## src/hw/mipsPkg.sv

```systemverilog
package mipsPkg;

    localparam int WordWidth      = 32;  // Data, address and instruction width
    localparam int RegAddrWidth   = 5;   // Register number width
    localparam int ImmWidth       = 16;  // I-type immediate field
    localparam int JumpIndexWidth = 26;  // J-type target field

    typedef logic [WordWidth-1:0]    word_t;     // Data, addresses, instructions
    typedef logic [RegAddrWidth-1:0] regAddr_t;  // Register number

    // Primary opcode, instr[31:26]
    typedef enum logic [5:0] {
        opRtype = 6'd0,   // Register-register, funct selects operation
        opJ     = 6'd2,   // Jump
        opBeq   = 6'd4,   // Branch on equal
        opBne   = 6'd5,   // Branch on not equal
        opAddi  = 6'd8,   // Add immediate
        opLw    = 6'd35,  // Load word
        opSw    = 6'd43   // Store word
    } opcode_e;

    // R-type function code, instr[5:0]
    typedef enum logic [5:0] {
        fnAdd = 6'd32,
        fnSub = 6'd34,
        fnAnd = 6'd36,
        fnOr  = 6'd37,
        fnSlt = 6'd42     // Signed set-on-less-than
    } funct_e;

    // ALU control encoding, bit 2 marks subtraction-based ops
    typedef enum logic [2:0] {
        aluAnd = 3'd0,
        aluOr  = 3'd1,
        aluAdd = 3'd2,
        aluSub = 3'd6,
        aluSlt = 3'd7
    } aluOp_e;

endpackage
```

## src/hw/mipsCore.sv

```systemverilog
`timescale 1ns/1ps

module mipsCore #(
    parameter mipsPkg::word_t ResetPc = '0      // Fetch address after reset
) (
    input  logic           Clk,
    input  logic           rstN,                // Sync reset, active low
    output mipsPkg::word_t instrAddr,           // Fetch address
    input  mipsPkg::word_t instr,               // Fetched word, combinational
    output mipsPkg::word_t memAddr,             // Load/store address
    output mipsPkg::word_t memWriteData,        // Store data
    output logic           memWriteEn,          // Store strobe
    input  mipsPkg::word_t memReadData          // Load data, combinational
);
    import mipsPkg::*;

    regAddr_t                  rsAddr;          // Source register numbers
    regAddr_t                  rtAddr;
    regAddr_t                  regWriteAddr;    // Destination register
    word_t                     imm;             // Sign-extended immediate
    logic [JumpIndexWidth-1:0] jumpIndex;       // Jump target field
    logic                      regWriteEn;
    logic                      memToReg;        // Write back load data
    logic                      aluSrcImm;       // Immediate as ALU operand B
    logic                      branchEq;
    logic                      branchNe;
    logic                      jump;
    aluOp_e                    aluOp;
    word_t                     rsData;          // Register read ports
    word_t                     rtData;
    word_t                     aluResult;
    logic                      aluZero;         // Branch compare result
    word_t                     pc;

    instrDecoder decoder0 (
        .instr        (instr),
        .rsAddr       (rsAddr),
        .rtAddr       (rtAddr),
        .regWriteAddr (regWriteAddr),
        .imm          (imm),
        .jumpIndex    (jumpIndex),
        .regWriteEn   (regWriteEn),
        .memWriteEn   (memWriteEn),               // Straight to the data port
        .memToReg     (memToReg),
        .aluSrcImm    (aluSrcImm),
        .branchEq     (branchEq),
        .branchNe     (branchNe),
        .jump         (jump),
        .aluOp        (aluOp)
    );

    registerFile regFile0 (
        .Clk          (Clk),
        .rstN         (rstN),
        .rsAddr       (rsAddr),
        .rtAddr       (rtAddr),
        .regWriteAddr (regWriteAddr),
        .regWriteEn   (regWriteEn),
        .memToReg     (memToReg),
        .aluResult    (aluResult),
        .memReadData  (memReadData),
        .rsData       (rsData),
        .rtData       (rtData)
    );

    alu alu0 (
        .rsData    (rsData),
        .rtData    (rtData),
        .imm       (imm),
        .aluSrcImm (aluSrcImm),
        .aluOp     (aluOp),
        .aluResult (aluResult),
        .aluZero   (aluZero)
    );

    pcUnit #(
        .ResetPc (ResetPc)
    ) pcUnit0 (
        .Clk       (Clk),
        .rstN      (rstN),
        .branchEq  (branchEq),
        .branchNe  (branchNe),
        .jump      (jump),
        .aluZero   (aluZero),
        .imm       (imm),
        .jumpIndex (jumpIndex),
        .pc        (pc)
    );

    assign instrAddr    = pc;         // Fetch from current PC
    assign memAddr      = aluResult;  // Base plus offset for lw/sw
    assign memWriteData = rtData;     // sw stores rt

endmodule

```

## src/hw/pcUnit.sv

```systemverilog
`timescale 1ns/1ps

module pcUnit #(
    parameter mipsPkg::word_t ResetPc = '0       // Address loaded in reset
) (
    input  logic                               Clk,
    input  logic                               rstN,
    input  logic                               branchEq,   // beq in decode
    input  logic                               branchNe,   // bne in decode
    input  logic                               jump,
    input  logic                               aluZero,    // rs equals rt
    input  mipsPkg::word_t                     imm,        // Branch offset in words
    input  logic [mipsPkg::JumpIndexWidth-1:0] jumpIndex,  // Jump word index
    output mipsPkg::word_t                     pc
);
    import mipsPkg::*;

    localparam int SegBits = WordWidth - JumpIndexWidth - 2;  // Kept upper PC bits

    word_t pcPlus4;       // Sequential address
    word_t branchTarget;  // pcPlus4 plus word offset
    word_t jumpTarget;    // Same segment, new index
    word_t nextPc;
    logic  branchTaken;

    assign pcPlus4      = pc + WordWidth'(4);
    assign branchTarget = pcPlus4 + {imm[WordWidth-3:0], 2'b00};
    assign jumpTarget   = {pcPlus4[WordWidth-1 -: SegBits], jumpIndex, 2'b00};
    assign branchTaken  = (branchEq && aluZero) || (branchNe && !aluZero);

    always_comb begin
        if (jump) begin
            nextPc = jumpTarget;
        end else if (branchTaken) begin
            nextPc = branchTarget;
        end else begin
            nextPc = pcPlus4;   // Also for unknown opcodes
        end
    end

    always_ff @(posedge Clk) begin
        if (!rstN) begin
            pc <= ResetPc;
        end else begin
            pc <= nextPc;
        end
    end

    // Fetch address stays on a word boundary once out of reset
    assertPcAligned: assert property (@(posedge Clk) disable iff (!rstN)
        pc[1:0] == 2'b00)
        else $error("pc misaligned at %h", pc);

endmodule

```

## src/hw/registerFile.sv

```systemverilog
`timescale 1ns/1ps

module registerFile (
    input  logic              Clk,
    input  logic              rstN,
    input  mipsPkg::regAddr_t rsAddr,
    input  mipsPkg::regAddr_t rtAddr,
    input  mipsPkg::regAddr_t regWriteAddr,
    input  logic              regWriteEn,
    input  logic              memToReg,      // Load result instead of ALU
    input  mipsPkg::word_t    aluResult,
    input  mipsPkg::word_t    memReadData,
    output mipsPkg::word_t    rsData,
    output mipsPkg::word_t    rtData
);
    import mipsPkg::*;

    localparam int NumRegs = 2 ** RegAddrWidth;  // Thirty-two entries

    word_t regs [NumRegs];  // General purpose registers
    word_t writeData;       // Selected write-back value

    assign writeData = memToReg ? memReadData : aluResult;
    assign rsData    = regs[rsAddr];   // Combinational reads
    assign rtData    = regs[rtAddr];

    always_ff @(posedge Clk) begin
        if (!rstN) begin
            for (int i = 0; i < NumRegs; i++) begin
                regs[i] <= '0;
            end
        end else if (regWriteEn && (regWriteAddr != '0)) begin  // r0 hardwired
            regs[regWriteAddr] <= writeData;
        end
    end

    // r0 reads zero whatever the decoder asks to write
    assertZeroReg: assert property (@(posedge Clk) disable iff (!rstN)
        regs[0] == '0)
        else $error("register zero changed to %h", regs[0]);

endmodule

```

## src/hw/instrDecoder.sv

```systemverilog
`timescale 1ns/1ps

module instrDecoder (
    input  mipsPkg::word_t                     instr,
    output mipsPkg::regAddr_t                  rsAddr,
    output mipsPkg::regAddr_t                  rtAddr,
    output mipsPkg::regAddr_t                  regWriteAddr,
    output mipsPkg::word_t                     imm,        // Sign-extended
    output logic [mipsPkg::JumpIndexWidth-1:0] jumpIndex,
    output logic                               regWriteEn,
    output logic                               memWriteEn,
    output logic                               memToReg,
    output logic                               aluSrcImm,
    output logic                               branchEq,
    output logic                               branchNe,
    output logic                               jump,
    output mipsPkg::aluOp_e                    aluOp
);
    import mipsPkg::*;

    opcode_e  opcode;   // instr[31:26]
    funct_e   funct;    // instr[5:0], R-type only
    regAddr_t rdAddr;   // R-type destination

    assign opcode    = opcode_e'(instr[31:26]);
    assign funct     = funct_e'(instr[5:0]);
    assign rsAddr    = instr[25:21];
    assign rtAddr    = instr[20:16];
    assign rdAddr    = instr[15:11];
    assign jumpIndex = instr[JumpIndexWidth-1:0];
    assign imm       = {{(WordWidth-ImmWidth){instr[ImmWidth-1]}}, instr[ImmWidth-1:0]};

    always_comb begin
        regWriteEn   = 1'b0;     // Defaults write nothing, store nothing
        memWriteEn   = 1'b0;
        memToReg     = 1'b0;
        aluSrcImm    = 1'b0;
        branchEq     = 1'b0;
        branchNe     = 1'b0;
        jump         = 1'b0;
        aluOp        = aluAdd;
        regWriteAddr = rtAddr;   // I-type destination
        case (opcode)
            opRtype: begin
                regWriteAddr = rdAddr;
                regWriteEn   = 1'b1;
                case (funct)
                    fnAdd:   aluOp = aluAdd;
                    fnSub:   aluOp = aluSub;
                    fnAnd:   aluOp = aluAnd;
                    fnOr:    aluOp = aluOr;
                    fnSlt:   aluOp = aluSlt;
                    default: regWriteEn = 1'b0;  // Unknown funct is a no-op
                endcase
            end
            opAddi: begin
                aluSrcImm  = 1'b1;
                regWriteEn = 1'b1;
            end
            opLw: begin
                aluSrcImm  = 1'b1;    // Address is rs plus offset
                memToReg   = 1'b1;
                regWriteEn = 1'b1;
            end
            opSw: begin
                aluSrcImm  = 1'b1;
                memWriteEn = 1'b1;
            end
            opBeq: begin
                branchEq = 1'b1;
                aluOp    = aluSub;    // Zero flag compares rs and rt
            end
            opBne: begin
                branchNe = 1'b1;
                aluOp    = aluSub;
            end
            opJ:     jump = 1'b1;
            default: ;                // Unknown opcode, PC just advances
        endcase
    end

    // A store never writes back, seen by both memory and register file
    always_comb begin
        assert (!(memWriteEn && regWriteEn))
            else $error("decoder drives store and register write together");
    end

endmodule

```

## src/hw/alu.sv

```systemverilog
`timescale 1ns/1ps

module alu (
    input  mipsPkg::word_t  rsData,      // Operand A
    input  mipsPkg::word_t  rtData,
    input  mipsPkg::word_t  imm,         // Already sign-extended
    input  logic            aluSrcImm,   // Pick imm as operand B
    input  mipsPkg::aluOp_e aluOp,
    output mipsPkg::word_t  aluResult,
    output logic            aluZero      // Result is all zero
);
    import mipsPkg::*;

    word_t operandB;   // Second operand after source select
    logic  lessThan;   // Signed A below B

    assign operandB = aluSrcImm ? imm : rtData;
    assign lessThan = $signed(rsData) < $signed(operandB);

    always_comb begin
        case (aluOp)
            aluAnd: begin
                aluResult = rsData & operandB;
            end
            aluOr: begin
                aluResult = rsData | operandB;
            end
            aluAdd: begin
                aluResult = rsData + operandB;    // Also lw/sw address
            end
            aluSub: begin
                aluResult = rsData - operandB;    // Also beq/bne compare
            end
            aluSlt: begin
                aluResult = {{(WordWidth-1){1'b0}}, lessThan};
            end
            default: begin
                aluResult = '0;
            end
        endcase
    end

    assign aluZero = (aluResult == '0);

endmodule

```

## config.mk

```make
export PLATFORM = sky130hd
export DESIGN_NAME = mipsCore
export DESIGN_NICKNAME = d
export VERILOG_FILES = /design/src/hw/mipsPkg.sv /design/src/hw/mipsCore.sv /design/src/hw/pcUnit.sv /design/src/hw/registerFile.sv /design/src/hw/instrDecoder.sv /design/src/hw/alu.sv
export SDC_FILE = /design/constraint.sdc
export NUM_CORES = 2
export LEC_CHECK = 0
export BUFFER_PORTS_ARGS = -buffer_cell sky130_fd_sc_hd__buf_2
export CORE_MARGIN = 2
export CORE_UTILIZATION = 32
export CTS_CLUSTER_SIZE = 16
export DETAILED_ROUTE_END_ITERATION = 8
export SYNTH_ARGS = -nofsm -noshare
export SYNTH_HDL_FRONTEND = slang
export SYNTH_SLANG_ARGS = --single-unit
```

## constraint.sdc

```tcl
create_clock -name Clk -period 12 [get_ports Clk]
set_clock_uncertainty 0.05 [all_clocks]
set_input_delay 2.4 -clock Clk [delete_from_list [all_inputs] [get_ports Clk]]
set_output_delay 2.4 -clock Clk [all_outputs]
set_load 0.02 [all_outputs]
```

==> results.py <==
metrics = {
    "status": {
        "outcome": "completed",
    },
    "die": {
        "coreArea_um2": 188000,
        "ioPinCount": 163,
        "start_util_pct": 32.24,
        "die-width_um": 439.2,
        "rows": 159,
        "die_h_um": 439.2,
        "die-area_um2": 192900,
    },
    "timing": {
        "finalSetupViolations": 0,
        "finalCriticalPeriod_ns": 10.82,
        "max-slew-margin-rel_pct": 12.60,
        "tns_ns": 0,
        "fin_hold_ws_ns": 0.6608,
        "rsz0062_at_grt": "false",
        "slew_viol_final": 0,
        "tightest_slew_ns": 1.284,
        "fin_crit_sh_pct": 90.15,
        "finalHoldViolCount": 0,
        "fmax_ghz": 0.09244,
    },
    "route": {
        "vias": 43335,
        "ant_nets": 0,
        "vias_per_cell": 6.098,
        "post_drt_wl_per_cell_um": 31.93,
        "dr.first_iter.drc_count": 6512,
        "first_pass_iters": 6,
        "drt-total-wl_mm": 226.9,
        "drt_drc_violations_left": 0,
    },
    "clock_tree": {
        "path_clk_slew_ns": 0.06,
        "htreeDepth": 3,
        "holdBufCountCts": 0,
        "cts.sinks": 1054,
        "cts_max_path_buffers": 3,
        "clock_latency_ns": 0.76,
        "cts_tree": "built",
        "cts_resized": 0,
        "cts_root_buf": "clkbuf_16",
        "postCtsSetupBuffers": 0,
        "cts_made_buffers": 113,
    },
    "critical_path": {
        "worstPathRequired_ns": 9.55,
        "cp.arrival_ns": 8.37,
        "reg2reg_from": "regFile0.regs[30][2]",
        "crit_type": "input port to output port",
        "worst_setup_path_end_kind": "output port",
        "path_max_fanout": 55,
        "cp-startpoint": "instr[21]",
        "worst_setup_path_start_kind": "input port",
    },
    "placed_design": {
        "hpwlAfterDp_mm": 133.8,
        "io_buffers": 160,
        "gp_congestion": 0.9036,
    },
    "yosys": {
        "synth_top_cell_by_area": "edfxtp_1",
        "yosysUniqueCellTypes": 90,
        "yosysWarnings": 0,
        "syn_inst": 4506,
        "avgSynthCellArea_um2": 13.45,
        "ys_seq_elements": 1054,
        "synth_area_um2": 60600,
        "synth-seq-area-share_pct": 51.73,
        "synth-edff-count": 1024,
        "synthArstFlopShare_pct": 0,
        "synthFlopType": "edfxtp_1",
        "synth_area_leaders": "edfxtp_1, mux4_2, nor2_1",
        "yosysTopAreaCellShare_pct": 50.74,
    },
    "power": {
        "p_leak_nw": 24.31,
        "p_per_area_nw_per_um2": 153.0,
        "p_switching_mw": 3.449,
        "clkPwrFrac_pct": 34.0,
        "combPwrFrac_pct": 25.7,
        "p_int_mw": 7.032,
        "netSwitchingFraction_pct": 32.91,
        "vdd_drop_max_uv": 129.5,
        "pwr-share-seq_pct": 40.3,
    },
    "global_routing": {
        "grt_pass1_wl_mm": 317.4,
        "grt.overflow.total": 0,
        "grt_max_degree": 73,
        "first_global_vias": 42090,
        "antenna_found_initial": 12,
        "track_usage_pct": 23.09,
    },
    "finish": {
        "drive_gt1_share_pct": 27.75,
        "mostFrequentLayoutCells": "nor2_1, edfxtp_1, mux4_2, buf_2, ha_1",
        "synthToLayoutAreaGrowth_pct": 13.04,
        "final_common_cell": "nor2_1",
        "final_nets": 4714,
    },
    "job": {
        "drv_cap": 0,
    },
    "hold_path": {
        "hold_path.class": "flop to flop",
        "hold_start": "pcUnit0.pc[29]",
    },
}
[synth_stat cells, drive strengths merged, types with 20 or more instances]
| cell | instances |
|---|---|
| a211oi | 24 |
| a21o | 37 |
| a21oi | 101 |
| and3 | 20 |
| buf | 76 |
| clkbuf | 343 |
| dfxtp | 30 |
| edfxtp | 1024 |
| ha | 126 |
| inv | 112 |
| mux2 | 49 |
| mux2i | 50 |
| mux4 | 640 |
| nand2 | 143 |
| nand2b | 26 |
| nand3 | 57 |
| nor2 | 1121 |
| nor2b | 23 |
| nor3 | 30 |
| o211ai | 29 |
| o21ai | 103 |
| or2 | 23 |
| xnor2 | 47 |
[final timing paths]
path              depth (start not counted)  slack, ns        endpoint
setup reg to reg                         18       4.50  pcUnit0.pc[11]
setup / recovery                         14       1.18     memAddr[28]
hold reg to reg                           2       0.66  pcUnit0.pc[29]
hold / removal                            2       0.66  pcUnit0.pc[29]
[cells by family after synthesis]
kind of cell | synth area share (%)
and+or+nand+nor | 10.48
DFF | 51.73
muxes | 25.52
buffers and inverters | 3.384
AOI/OAI and AO/OA | 5.223
adders and majority gates | 2.700
xor gates and xnor gates | 0.9538
other | 0.006188
[area by class of cell]
class | instances | area [µm²]
fillers | 17912 | 119500
diodes | 2 | 5.005
clock buffers | 138 | 2985
multi-input cells | 2953 | 27950
repair buffers | 284 | 1964
inverters | 113 | 424.2
flip-flops and latches | 1054 | 31350
well taps | 2495 | 3122
clock inverters | 67 | 700.7
[state kept, by name, summed over array words and instances, names as in the netlist]
name	count
pcUnit0.pc	30
regFile0.regs	1024
[worst max-delay path: stages]
cell and delay, ns:
buf_8 0.51, buf_12 0.38, mux4_2 0.55, mux4_2 0.54
mux2i_1 0.68, ha_1 0.51, nand2_1 0.21, o41ai_1 0.60
nand3b_1 0.24, a311o_1 0.48, a21oi_1 0.39, a221oi_1 0.16
o22ai_1 0.37, buf_2 0.25
[power by group through the flow]
stage          Combinational, mW  Clock, mW  Sequential, mW
4_1_cts                     2.64       3.58            4.22
3_3_place_gp                2.62          0            4.29
5_1_grt                     2.82       3.72            4.24
3_5_place_dp                2.63          0            4.30
2_1_floorplan               1.65          0            4.28
6_report                    2.69       3.56            4.23
[per-layer routing]
| layer | vias up | part of all wire [%] | wire length, µm | global-route usage, % |
|---|---|---|---|---|
| met5 | - | 0.026 | 60 | 0 |
| met4 | 8 | 4.9 | 11060 | 10.38 |
| met3 | 575 | 13 | 30590 | 6.224 |
| met2 | 3223 | 45 | 103200 | 35.96 |
| met1 | 22277 | 36 | 81940 | 30.13 |
| li1 | 17252 | - | - | - |
[metrics by stage]
step / setup WS (ns) / cell area [µm²] / util (%) / cells / power [mW]
3_5_place_dp: 1.271 / 64810 / 34.48 / 6899 / 6.929
6_report: 1.182 / 68510 / 36.44 / 7106 / 10.48
2_1_floorplan: 2.017 / 60730 / - / 4539 / 5.922
4_1_cts: 1.238 / 68500 / 36.44 / 7104 / 10.44
5_1_grt: 0.7837 / 68510 / 36.44 / 7106 / 10.78
3_3_place_gp: 1.255 / 64810 / 34.48 / 6899 / 6.910
No activity file was read; power rests on OpenSTA's default activity.
